--- config.mk ---
export PLATFORM = sky130hd
export DESIGN_NAME = hsv_core_issue
export DESIGN_NICKNAME = d
export VERILOG_FILES = /design/src/design/hsv_core_pkg.sv /design/src/design/hsv_core_issue.sv /design/src/design/hsv_core_issue_fork.sv /design/src/design/hsv_core_issue_hazardmask.sv /design/src/design/hsv_core_regfile.sv /design/src/design/hs_skid_buffer.sv
export VERILOG_INCLUDE_DIRS = /design/src /design/src/design
export SDC_FILE = /design/constraint.sdc
export NUM_CORES = 2
export LEC_CHECK = 0
export BUFFER_PORTS_ARGS = -buffer_cell sky130_fd_sc_hd__buf_2
export CORE_ASPECT_RATIO = 1.25
export CORE_MARGIN = 4
export CORE_UTILIZATION = 60
export DETAILED_ROUTE_END_ITERATION = 8
export GPL_ROUTABILITY_DRIVEN = 1
export GPL_TIMING_DRIVEN = 0
export PLACE_DENSITY = 0.82
export SYNTH_ARGS = -nofsm -noshare
export SYNTH_HDL_FRONTEND = slang
export SYNTH_SLANG_ARGS = --single-unit
--- constraint.sdc ---
create_clock -name clk_core -period 21 [get_ports clk_core]
set_clock_uncertainty 0.1 [all_clocks]
set_input_delay 6.3 -clock clk_core [delete_from_list [all_inputs] [get_ports clk_core]]
set_output_delay 6.3 -clock clk_core [all_outputs]
set_load 0.005 [all_outputs]
--- src/design/hsv_core_macros.svh ---
`ifndef HSV_CORE_MACROS_SVH
`define HSV_CORE_MACROS_SVH

// Data path width
`define HSV_XLEN 32

// Architectural register file
`define HSV_NREGS 32
`define HSV_REG_AW 5

// Tag carried with every instruction for tracking
`define HSV_TAG_W 8

`endif
--- src/design/hsv_core_pkg.sv ---
`include "hsv_core_macros.svh"

package hsv_core_pkg;

  typedef logic [`HSV_XLEN-1:0]   word_t;
  typedef logic [`HSV_REG_AW-1:0] reg_addr_t;
  typedef logic [`HSV_NREGS-1:0]  reg_mask_t;
  typedef logic [`HSV_TAG_W-1:0]  tag_t;

  typedef enum logic [1:0] {
    UNIT_ALU    = 2'd0,
    UNIT_MEM    = 2'd1,
    UNIT_BRANCH = 2'd2
  } unit_e;

  // Branch reuses this encoding as its compare kind
  typedef enum logic [2:0] {
    ADD = 3'd0,
    SUB = 3'd1,
    AND = 3'd2,
    OR  = 3'd3,
    XOR = 3'd4,
    SLT = 3'd5
  } alu_op_e;

  typedef struct packed {
    logic       is_store;
    logic [1:0] size;
  } mem_op_t;

  // Same three bits, meaning depends on the unit field
  typedef union packed {
    alu_op_e alu;
    mem_op_t mem;
  } op_u;

  typedef struct packed {
    tag_t      tag;
    unit_e     unit;
    op_u       op;
    reg_addr_t rs1;
    reg_addr_t rs2;
    reg_addr_t rd;
    word_t     imm;
  } issue_data_t;

  typedef struct packed {
    tag_t      tag;
    alu_op_e   op;
    reg_addr_t rd;
    word_t     rs1_val;
    word_t     rs2_val;
    word_t     imm;
  } alu_data_t;

  typedef struct packed {
    tag_t      tag;
    mem_op_t   op;
    reg_addr_t rd;
    word_t     base;
    word_t     store_data;
    word_t     imm;
  } mem_data_t;

  typedef struct packed {
    tag_t      tag;
    alu_op_e   cmp;
    reg_addr_t rd;
    word_t     rs1_val;
    word_t     rs2_val;
    word_t     imm;
  } branch_data_t;

  typedef struct packed {
    logic      valid;
    reg_addr_t rd;
    word_t     data;
  } commit_t;

  // One-hot register mask, x0 maps to an empty mask
  function automatic reg_mask_t reg_onehot(reg_addr_t addr);
    reg_mask_t mask;
    mask = '0;
    if (addr != '0) begin
      mask[addr] = 1'b1;
    end
    return mask;
  endfunction

endpackage

--- src/design/hsv_core_issue.sv ---
`timescale 1ns/1ps

module hsv_core_issue (
  input  logic                       clk_core,
  input  logic                       rst_core_n,

  input  logic                       flush_req_i,
  output logic                       flush_ack_o,

  input  hsv_core_pkg::issue_data_t  issue_data_i,
  input  logic                       valid_i,
  output logic                       ready_o,

  output hsv_core_pkg::alu_data_t    alu_data_o,
  output logic                       alu_valid_o,
  input  logic                       alu_ready_i,

  output hsv_core_pkg::mem_data_t    mem_data_o,
  output logic                       mem_valid_o,
  input  logic                       mem_ready_i,

  output hsv_core_pkg::branch_data_t branch_data_o,
  output logic                       branch_valid_o,
  input  logic                       branch_ready_i,

  input  hsv_core_pkg::commit_t      commit_i
);

  hsv_core_pkg::issue_data_t  hm_data;
  logic                       hm_valid;
  hsv_core_pkg::reg_mask_t    hm_read_mask;
  hsv_core_pkg::reg_mask_t    hm_rd_mask;

  hsv_core_pkg::reg_addr_t    rs1_addr;
  hsv_core_pkg::reg_addr_t    rs2_addr;
  hsv_core_pkg::word_t        rs1_data;
  hsv_core_pkg::word_t        rs2_data;

  hsv_core_pkg::alu_data_t    fork_alu_data;
  hsv_core_pkg::mem_data_t    fork_mem_data;
  hsv_core_pkg::branch_data_t fork_branch_data;
  logic                       fork_alu_valid;
  logic                       fork_mem_valid;
  logic                       fork_branch_valid;

  logic                       alu_buf_ready;
  logic                       mem_buf_ready;
  logic                       branch_buf_ready;

  logic                       hazard;
  logic                       unit_stall;
  logic                       stall;

  // Any full buffer freezes both stages
  assign unit_stall = ~alu_buf_ready | ~mem_buf_ready | ~branch_buf_ready;
  assign stall      = unit_stall | hazard;
  assign ready_o    = ~stall;

  hsv_core_issue_hazardmask u_hazardmask (
    .clk_core     (clk_core),
    .rst_core_n   (rst_core_n),
    .stall_i      (stall),
    .flush_i      (flush_req_i),
    .issue_data_i (issue_data_i),
    .valid_i      (valid_i),
    .issue_data_o (hm_data),
    .valid_o      (hm_valid),
    .read_mask_o  (hm_read_mask),
    .rd_mask_o    (hm_rd_mask)
  );

  // Fork checks its own hazard, so it only needs the back-pressure part
  hsv_core_issue_fork u_fork (
    .clk_core       (clk_core),
    .rst_core_n     (rst_core_n),
    .stall_i        (unit_stall),
    .flush_i        (flush_req_i),
    .issue_data_i   (hm_data),
    .valid_i        (hm_valid),
    .read_mask_i    (hm_read_mask),
    .rd_mask_i      (hm_rd_mask),
    .commit_i       (commit_i),
    .rs1_addr_o     (rs1_addr),
    .rs2_addr_o     (rs2_addr),
    .rs1_data_i     (rs1_data),
    .rs2_data_i     (rs2_data),
    .hazard_o       (hazard),
    .alu_data_o     (fork_alu_data),
    .alu_valid_o    (fork_alu_valid),
    .mem_data_o     (fork_mem_data),
    .mem_valid_o    (fork_mem_valid),
    .branch_data_o  (fork_branch_data),
    .branch_valid_o (fork_branch_valid)
  );

  hsv_core_regfile u_regfile (
    .clk_core   (clk_core),
    .rst_core_n (rst_core_n),
    .commit_i   (commit_i),
    .rs1_addr_i (rs1_addr),
    .rs2_addr_i (rs2_addr),
    .rs1_data_o (rs1_data),
    .rs2_data_o (rs2_data)
  );

  // Fork outputs hold during a unit stall, push only when all buffers can take it
  hs_skid_buffer #(
    .WIDTH ($bits(hsv_core_pkg::alu_data_t))
  ) u_alu_buf (
    .clk_core   (clk_core),
    .rst_core_n (rst_core_n),
    .flush_i    (flush_req_i),
    .data_i     (fork_alu_data),
    .valid_i    (fork_alu_valid & ~unit_stall),
    .ready_o    (alu_buf_ready),
    .data_o     (alu_data_o),
    .valid_o    (alu_valid_o),
    .ready_i    (alu_ready_i)
  );

  hs_skid_buffer #(
    .WIDTH ($bits(hsv_core_pkg::mem_data_t))
  ) u_mem_buf (
    .clk_core   (clk_core),
    .rst_core_n (rst_core_n),
    .flush_i    (flush_req_i),
    .data_i     (fork_mem_data),
    .valid_i    (fork_mem_valid & ~unit_stall),
    .ready_o    (mem_buf_ready),
    .data_o     (mem_data_o),
    .valid_o    (mem_valid_o),
    .ready_i    (mem_ready_i)
  );

  hs_skid_buffer #(
    .WIDTH ($bits(hsv_core_pkg::branch_data_t))
  ) u_branch_buf (
    .clk_core   (clk_core),
    .rst_core_n (rst_core_n),
    .flush_i    (flush_req_i),
    .data_i     (fork_branch_data),
    .valid_i    (fork_branch_valid & ~unit_stall),
    .ready_o    (branch_buf_ready),
    .data_o     (branch_data_o),
    .valid_o    (branch_valid_o),
    .ready_i    (branch_ready_i)
  );

  // Ack comes up out of reset
  always_ff @(posedge clk_core or negedge rst_core_n) begin
    if (!rst_core_n) begin
      flush_ack_o <= 1'b1;
    end else begin
      flush_ack_o <= flush_req_i;
    end
  end

endmodule

--- src/design/hsv_core_issue_fork.sv ---
`timescale 1ns/1ps

module hsv_core_issue_fork (
  input  logic                       clk_core,
  input  logic                       rst_core_n,
  input  logic                       stall_i,
  input  logic                       flush_i,
  input  hsv_core_pkg::issue_data_t  issue_data_i,
  input  logic                       valid_i,
  input  hsv_core_pkg::reg_mask_t    read_mask_i,
  input  hsv_core_pkg::reg_mask_t    rd_mask_i,
  input  hsv_core_pkg::commit_t      commit_i,
  output hsv_core_pkg::reg_addr_t    rs1_addr_o,
  output hsv_core_pkg::reg_addr_t    rs2_addr_o,
  input  hsv_core_pkg::word_t        rs1_data_i,
  input  hsv_core_pkg::word_t        rs2_data_i,
  output logic                       hazard_o,
  output hsv_core_pkg::alu_data_t    alu_data_o,
  output logic                       alu_valid_o,
  output hsv_core_pkg::mem_data_t    mem_data_o,
  output logic                       mem_valid_o,
  output hsv_core_pkg::branch_data_t branch_data_o,
  output logic                       branch_valid_o
);

  hsv_core_pkg::reg_mask_t      pending_q;
  hsv_core_pkg::reg_mask_t      pending_set;
  hsv_core_pkg::reg_mask_t      pending_clr;
  logic                         issue;
  logic                         to_alu;
  logic                         to_mem;
  logic                         to_branch;
  hsv_core_pkg::alu_data_t      alu_next;
  hsv_core_pkg::mem_data_t      mem_next;
  hsv_core_pkg::branch_data_t   branch_next;

  assign rs1_addr_o = issue_data_i.rs1;
  assign rs2_addr_o = issue_data_i.rs2;

  // RAW on the sources, WAW on the destination
  assign hazard_o = valid_i & (|((read_mask_i | rd_mask_i) & pending_q));
  assign issue    = valid_i & ~hazard_o & ~stall_i;

  assign to_alu    = issue & (issue_data_i.unit == hsv_core_pkg::UNIT_ALU);
  assign to_mem    = issue & (issue_data_i.unit == hsv_core_pkg::UNIT_MEM);
  assign to_branch = issue & (issue_data_i.unit == hsv_core_pkg::UNIT_BRANCH);

  // Writer is marked as it enters the fork register, so the next one sees it
  assign pending_set = issue ? rd_mask_i : '0;
  assign pending_clr = commit_i.valid ? hsv_core_pkg::reg_onehot(commit_i.rd) : '0;

  always_ff @(posedge clk_core or negedge rst_core_n) begin
    if (!rst_core_n) begin
      pending_q <= '0;
    end else if (flush_i) begin
      pending_q <= '0;
    end else begin
      pending_q <= (pending_q & ~pending_clr) | pending_set;
    end
  end

  always_comb begin
    alu_next.tag     = issue_data_i.tag;
    alu_next.op      = issue_data_i.op.alu;
    alu_next.rd      = issue_data_i.rd;
    alu_next.rs1_val = rs1_data_i;
    alu_next.rs2_val = rs2_data_i;
    alu_next.imm     = issue_data_i.imm;

    mem_next.tag        = issue_data_i.tag;
    mem_next.op         = issue_data_i.op.mem;
    mem_next.rd         = issue_data_i.rd;
    mem_next.base       = rs1_data_i;
    mem_next.store_data = rs2_data_i;
    mem_next.imm        = issue_data_i.imm;

    // Compare kind comes through the ALU view
    branch_next.tag     = issue_data_i.tag;
    branch_next.cmp     = issue_data_i.op.alu;
    branch_next.rd      = issue_data_i.rd;
    branch_next.rs1_val = rs1_data_i;
    branch_next.rs2_val = rs2_data_i;
    branch_next.imm     = issue_data_i.imm;
  end

  // A hazard without back-pressure leaves a bubble here
  always_ff @(posedge clk_core or negedge rst_core_n) begin
    if (!rst_core_n) begin
      alu_valid_o    <= 1'b0;
      mem_valid_o    <= 1'b0;
      branch_valid_o <= 1'b0;
    end else if (flush_i) begin
      alu_valid_o    <= 1'b0;
      mem_valid_o    <= 1'b0;
      branch_valid_o <= 1'b0;
    end else if (!stall_i) begin
      alu_valid_o    <= to_alu;
      mem_valid_o    <= to_mem;
      branch_valid_o <= to_branch;
    end
  end

  always_ff @(posedge clk_core) begin
    if (to_alu) begin
      alu_data_o <= alu_next;
    end
    if (to_mem) begin
      mem_data_o <= mem_next;
    end
    if (to_branch) begin
      branch_data_o <= branch_next;
    end
  end

endmodule

--- src/design/hsv_core_issue_hazardmask.sv ---
`timescale 1ns/1ps

module hsv_core_issue_hazardmask (
  input  logic                      clk_core,
  input  logic                      rst_core_n,
  input  logic                      stall_i,
  input  logic                      flush_i,
  input  hsv_core_pkg::issue_data_t issue_data_i,
  input  logic                      valid_i,
  output hsv_core_pkg::issue_data_t issue_data_o,
  output logic                      valid_o,
  output hsv_core_pkg::reg_mask_t   read_mask_o,
  output hsv_core_pkg::reg_mask_t   rd_mask_o
);

  logic                    reads_rs2;
  hsv_core_pkg::reg_mask_t read_mask;
  hsv_core_pkg::reg_mask_t rd_mask;

  // Loads only read the base register
  always_comb begin
    case (issue_data_i.unit)
      hsv_core_pkg::UNIT_MEM: reads_rs2 = issue_data_i.op.mem.is_store;
      default:                reads_rs2 = 1'b1;
    endcase
  end

  always_comb begin
    read_mask = hsv_core_pkg::reg_onehot(issue_data_i.rs1);
    if (reads_rs2) begin
      read_mask = read_mask | hsv_core_pkg::reg_onehot(issue_data_i.rs2);
    end
    rd_mask = hsv_core_pkg::reg_onehot(issue_data_i.rd);
  end

  always_ff @(posedge clk_core or negedge rst_core_n) begin
    if (!rst_core_n) begin
      valid_o <= 1'b0;
    end else if (flush_i) begin
      valid_o <= 1'b0;
    end else if (!stall_i) begin
      valid_o <= valid_i;
    end
  end

  // Instruction and masks stay put while the stage is stalled
  always_ff @(posedge clk_core) begin
    if (!stall_i) begin
      issue_data_o <= issue_data_i;
      read_mask_o  <= read_mask;
      rd_mask_o    <= rd_mask;
    end
  end

endmodule

--- src/design/hsv_core_regfile.sv ---
`timescale 1ns/1ps

`include "hsv_core_macros.svh"

module hsv_core_regfile (
  input  logic                    clk_core,
  input  logic                    rst_core_n,
  input  hsv_core_pkg::commit_t   commit_i,
  input  hsv_core_pkg::reg_addr_t rs1_addr_i,
  input  hsv_core_pkg::reg_addr_t rs2_addr_i,
  output hsv_core_pkg::word_t     rs1_data_o,
  output hsv_core_pkg::word_t     rs2_data_o
);

  hsv_core_pkg::word_t regs_q [`HSV_NREGS];

  always_ff @(posedge clk_core or negedge rst_core_n) begin
    if (!rst_core_n) begin
      for (int i = 0; i < `HSV_NREGS; i++) begin
        regs_q[i] <= '0;
      end
    end else if (commit_i.valid && (commit_i.rd != '0)) begin
      regs_q[commit_i.rd] <= commit_i.data;
    end
  end

  // No bypass of a same-cycle commit
  assign rs1_data_o = (rs1_addr_i == '0) ? '0 : regs_q[rs1_addr_i];
  assign rs2_data_o = (rs2_addr_i == '0) ? '0 : regs_q[rs2_addr_i];

endmodule

--- src/design/hs_skid_buffer.sv ---
`timescale 1ns/1ps

module hs_skid_buffer #(
  parameter int WIDTH = 32
) (
  input  logic             clk_core,
  input  logic             rst_core_n,
  input  logic             flush_i,
  input  logic [WIDTH-1:0] data_i,
  input  logic             valid_i,
  output logic             ready_o,
  output logic [WIDTH-1:0] data_o,
  output logic             valid_o,
  input  logic             ready_i
);

  logic [WIDTH-1:0] skid_data_q;
  logic             skid_valid_q;
  logic             push;
  logic             out_free;

  // Ready depends on state only, no path from ready_i
  assign ready_o  = ~(valid_o & skid_valid_q);
  assign push     = valid_i & ready_o;
  assign out_free = ~valid_o | ready_i;

  always_ff @(posedge clk_core or negedge rst_core_n) begin
    if (!rst_core_n) begin
      valid_o      <= 1'b0;
      skid_valid_q <= 1'b0;
    end else if (flush_i) begin
      valid_o      <= 1'b0;
      skid_valid_q <= 1'b0;
    end else if (out_free) begin
      // Older skid entry moves forward first
      valid_o      <= skid_valid_q | push;
      skid_valid_q <= skid_valid_q & push;
    end else if (push) begin
      skid_valid_q <= 1'b1;
    end
  end

  always_ff @(posedge clk_core) begin
    if (out_free) begin
      if (skid_valid_q) begin
        data_o <= skid_data_q;
        if (push) begin
          skid_data_q <= data_i;
        end
      end else if (push) begin
        data_o <= data_i;
      end
    end else if (push) begin
      skid_data_q <= data_i;
    end
  end

endmodule

-- Word level (Yosys, flattened, before mapping)
Index checks and enable logic that the tools add are counted.
- flip-flop bits (word level): 2199
- input port bits: 105
- output and inout bits: 341
- $lt $le $gt $ge: 12
- equality and inequality tests: 8
- mux-type cells: 66
- bitwise logic cells: 45
- reduce and logical (&&, ||, !) cells: 26
- operator list (cell ; count):
    $mux W112 ; 15
    $bwmux W1024 ; 1
    $mux W32 ; 15
    $bmux W32 S5 ; 2
    $demux W32 S5 ; 1
    $or A32 B32 Y32 ; 3
    $and A32 B32 Y32 ; 2
    $not A32 Y32 ; 1
    $reduce_or A32 Y1 ; 1
    $mux W1 ; 28
    $lt A5 B6 Y1 const B ; 4
    $demux W1 S5 ; 4
    $ge A5 B1 Y1 const B ; 4
    $reduce_bool A5 Y1 ; 4
    $and A1 B1 Y1 ; 18
    $ge A6 B6 Y1 const B ; 3
    $not A5 Y6 ; 3
    $reduce_bool A2 Y1 ; 6
    $logic_not A5 Y1 ; 2
    $not A1 Y1 ; 9
    $or A1 B1 Y1 ; 9
    $reduce_bool A3 Y1 ; 3
    $logic_and A1 B1 Y1 ; 6
    $lt A6 B1 Y1 const B ; 1
    6 further kinds ; 12

-- Depth between registers and ports, before layout
- depth after elaboration: 10
- gate-level depth with buffers: 9

-- By module
Synthesis repeated with hierarchy kept, for this count alone.
- cell total of the unflattened synthesis: 5465
- area, all modules: 95970.8 um2
- modules (own cells, without submodules) (module ; instances ; cells each ; area each (um2) ; sequential area each (um2)):
    hsv_core_regfile ; 1 ; 3538 ; 54120.7 ; 25624.6
    hs_skid_buffer ; 3 ; 363 ; 8344.3 ; 6776.5
    hsv_core_issue_fork ; 1 ; 592 ; 12319.3 ; 10965.5
    hsv_core_issue_hazardmask ; 1 ; 239 ; 4421.7 ; 3748.6
    hsv_core_issue ; 1 ; 7 ; 76.3 ; 26.3

-- Worst setup path before layout
No wires, ideal clock.
- kind: reg-to-output
- from: register u_hazardmask.rd_mask_o[14]
- to: output port ready_o
- arrival time: 10417 ps
- data required time: 14600 ps
- slack: 4183 ps
- cell stages (with the launch flop): 6
- path through: edfxtp_1 > o21ai_0 > nand4_1 > nor4_2 > nand2_1 > a21boi_0
- word-level cells in the longest chain between the ends: 6
- RTL lines (element ; line ; text):
    start, declared ; hsv_core_issue_hazardmask.sv:13 ; output hsv_core_pkg::reg_mask_t rd_mask_o
    start signal, assigned ; hsv_core_issue_hazardmask.sv:51 ; rd_mask_o <= rd_mask;
    $or A32 B32 Y32 ; hsv_core_issue_fork.sv:41 ; assign hazard_o = valid_i & (|((read_mask_i | rd_mask_i) & pending_q));
    $and A32 B32 Y32 ; hsv_core_issue_fork.sv:41 ;
    $reduce_or A32 Y1 ; hsv_core_issue_fork.sv:41 ;
    $and A1 B1 Y1 ; hsv_core_issue_fork.sv:41 ;
    $or A1 B1 Y1 ; hsv_core_issue.sv:56 ; assign stall = unit_stall | hazard;
    $not A1 Y1 ; hsv_core_issue.sv:57 ; assign ready_o = ~stall;
    end, declared ; hsv_core_issue.sv:12 ; output logic ready_o,
Every way passes these cells.

-- Worst setup path in the final report
- from: register u_hazardmask.rd_mask_o[30]
- to: output port ready_o
Same word-level chain as after synthesis.

==> results.cfg <==
[critical_path]
rrSetupSlack_ps = 15680
r2r_cells = 15
cp_data_required_time_ps = 14600
regToRegEndpoint = u_fork.mem_data_o[39]
worst-path-max-fanout = 12
end_kind = output pin
cp-start-kind = flip-flop
cp_top_family = simple AND/OR/NAND/NOR gates
arrival_ps = 3810
timing.rr.start = u_hazardmask.rd_mask_o[30]
critical_path.max_stage_delay_ps = 690
cp_cell_sequence = o21ai_0, nand4_1, nor4_2, nand2_1, a21boi_4, buf_2
critPathKind = reg -> out
cp_slowest_cell = nor4_2
crit_buf_inv = 1

[logic_synthesis]
ys_seq_elements = 2199
synth-simple-area-share_pct = 1.458
synth-xor-area-share_pct = 0
ys_warn_count = 0
synthFlopType = edfxtp_1
async_reset_ff_share_pct = 48.52
synth_top_area_share_pct = 35.94
syn_area_um2 = 94570
synth_top_family_by_area = multiplexers
synthTopCellsByArea = edfxtp_1, dfrtp_1, mux2_2
ys_types = 56
synth_top_area_cell = edfxtp_1
avgSynthCellArea_um2 = 17.50
synth-compound-area-share_pct = 3.719
netlist_instances = 5404
ys_seq_area_share_pct = 64.18
synth_edf_count = 1132
synthAdderAreaFrac_pct = 0
synth.area.mux_share_pct = 28.19

[sta]
min_period_ps = 10210
final-setup-viol-count = 0
final_hold_viol_count = 0
rsz0062_at_grt = false
relSlewSlack_pct = -6.069
drv_slew = 53
worst_slack_ps = 10790
worstMarginPinSlew_ps = 1591
period_share_pct = 48.64
fin_tns_setup_ps = 0
fmax_ghz = 0.09791

[power_and_ir_drop]
total_power_mw = 10.42
power.leakage_nw = 42.41
p_per_area_nw_per_um2 = 96.89
max-vdd-ir-drop_uv = 81.97

[worst_hold_path]
min_path_type = reg -> reg
hold_depth = 0
holdPathEnd = u_alu_buf.skid_data_q[67]
min-delay-start = u_fork.alu_data_o[67]

[floorplanning]
core_area_um2 = 156300
die-area_um2 = 164100
die_h_um = 451.9
start_util_pct = 60.52
die_w_um = 363.1
fp-row-count = 162
io_pins = 446

[detailed_routing]
via_per_inst = 7.036
drtIter0Drc = 8726
avgRoutedWirePerCell_um = 36.53
via_count = 59010
drt-total-wl_um = 306400
drc = 0
postRouteAntennaNets = 0
drt-pass1-iter-count = 7

[clock_network]
numClockSinks = 2199
cts_max_level = 4
clkLatencyLatePin_ps = 880
ctsResizeCount = 0
cts-buffers-inserted = 198
cts_root_buf = clkbuf_16
postCtsHoldBufs = 0
cts_tree = yes
cts_setup_buffers = 0
path_clk_slew_ps = 70
clock_path_buffers = 3

[layout]
layout_commonest_cell = mux2_2
num-nets-final = 6252
drive_above_1_share_pct = 44.50
area_delta_synth_final_pct = 13.74
mostFrequentLayoutCells = mux2_2, edfxtp_1, dfrtp_1
fin_cells = 8388

[global_routing]
antenna_found_initial = 32
grt_pass1_vias = 59560
grt_max_degree = 169
overflow = 0
grtUsageTotal_pct = 37.09
grt_first_pass_wirelength_um = 430500

[run_status]
violations = capacitance limit, slew limit
status = finished, violations left

[placed_design]
dp.cells = 7996
place.gp.congestion = 1.024
pre_cts_slack_ps = 11800
hpwl_um = 216300
port_buffers = 445

[run]
maxCapViolCount = 5
-- sequential cells by signal, summed over array words and instances, names as in the netlist, 32 cells and up --
signal / count
u_mem_buf.skid_data_q: 112
u_hazardmask.issue_data_o: 60
u_hazardmask.rd_mask_o: 32
u_hazardmask.read_mask_o: 32
u_branch_buf.skid_data_q: 112
u_fork.alu_data_o: 112
u_branch_buf.data_o: 112
u_alu_buf.skid_data_q: 112
u_fork.pending_q: 32
u_fork.branch_data_o: 112
u_fork.mem_data_o: 112
u_mem_buf.data_o: 112
u_regfile.regs_q: 1024
u_alu_buf.data_o: 112
-- kinds of logic after synthesis --
logic type / count (synthesis)
AND/OR/NAND/NOR: 268
other: 1
AO/OA/AOI/OAI: 514
buffers and inverters: 486
flip-flops: 2199
multiplexers: 1936
-- area by class of cell --
type,count,area (µm²)
plain buffers,479,2292
diodes,21,52.55
multi-input cells,2720,31640
well taps,2050,2565
clock inverters,107,1310
repair buffers,542,3581
flip-flops and latches,2199,60690
fillers,9753,48710
inverters,7,26.28
clock buffers,263,5409
-- how the worst max path moves through the flow --
| stage | cells past startpoint | slack, ps | to | start |
|---|---|---|---|---|
| after floorplan | 5 | 4180 | ready_o | u_hazardmask.rd_mask_o[14] |
| after global placement | 1 | -9620 | u_branch_buf.skid_valid_q | rst_core_n |
| after detailed placement | 6 | 11800 | ready_o | u_hazardmask.rd_mask_o[30] |
| after CTS | 6 | 10850 | ready_o | u_hazardmask.rd_mask_o[30] |
| after global routing | 6 | 10730 | ready_o | u_hazardmask.rd_mask_o[30] |
| final | 6 | 10790 | ready_o | u_hazardmask.rd_mask_o[30] |
-- report_power, final --
| part | total [mW] | switching [mW] | internal (mW) |
|---|---|---|---|
| clock network | 3.78 | 1.68 | 2.10 |
| logic | 1.38 | 0.667 | 0.717 |
| registers | 5.26 | 0.307 | 4.95 |
-- layer usage --
metal | GRT usage [%] | part of all wire [%] | vias up | wire (µm)
li1 | - | - | 22710 | -
met1 | 46.16 | 34 | 30650 | 103800
met2 | 57.42 | 46 | 4540 | 141600
met3 | 10.72 | 12 | 1096 | 37390
met4 | 23.90 | 7.7 | 12 | 23600
met5 | 0.4975 | 0.025 | - | 76
-- through the flow --
step | hold slack (ps) | utilization [%] | area (µm²)
2_1_floorplan | 322.2 | - | 94580
3_3_place_gp | 325.0 | 63.59 | 99370
3_5_place_dp | 329.8 | 64.49 | 100800
4_1_cts | 323.1 | 68.79 | 107500
5_1_grt | 343.3 | 68.82 | 107500
6_report | 327.5 | 68.83 | 107600
-- synth_stat cells (3+ instances only) --
cell type / count
buf_6: 22
nand2_1: 81
nor2_1: 70
or3b_2: 8
o2111ai_1: 6
nand4_1: 39
o21ai_0: 50
dfrtp_1: 1066
and2_1: 9
nand2b_1: 7
nor2b_1: 8
a211oi_1: 36
o22ai_1: 93
mux2i_1: 152
inv_1: 7
buf_2: 101
nand3_1: 8
or3_1: 6
a21oi_1: 75
a22oi_1: 96
edfxtp_1: 1132
nand3b_1: 13
o221ai_1: 26
o21ai_1: 9
nor3b_2: 4
a31oi_1: 32
o32ai_1: 3
mux2_2: 1319
buf_1: 43
clkbuf_1: 265
a22o_1: 32
mux4_2: 446
a211o_1: 50
buf_4: 46
mux2_1: 17
Note: power is estimated with default switching activity, not from simulation.
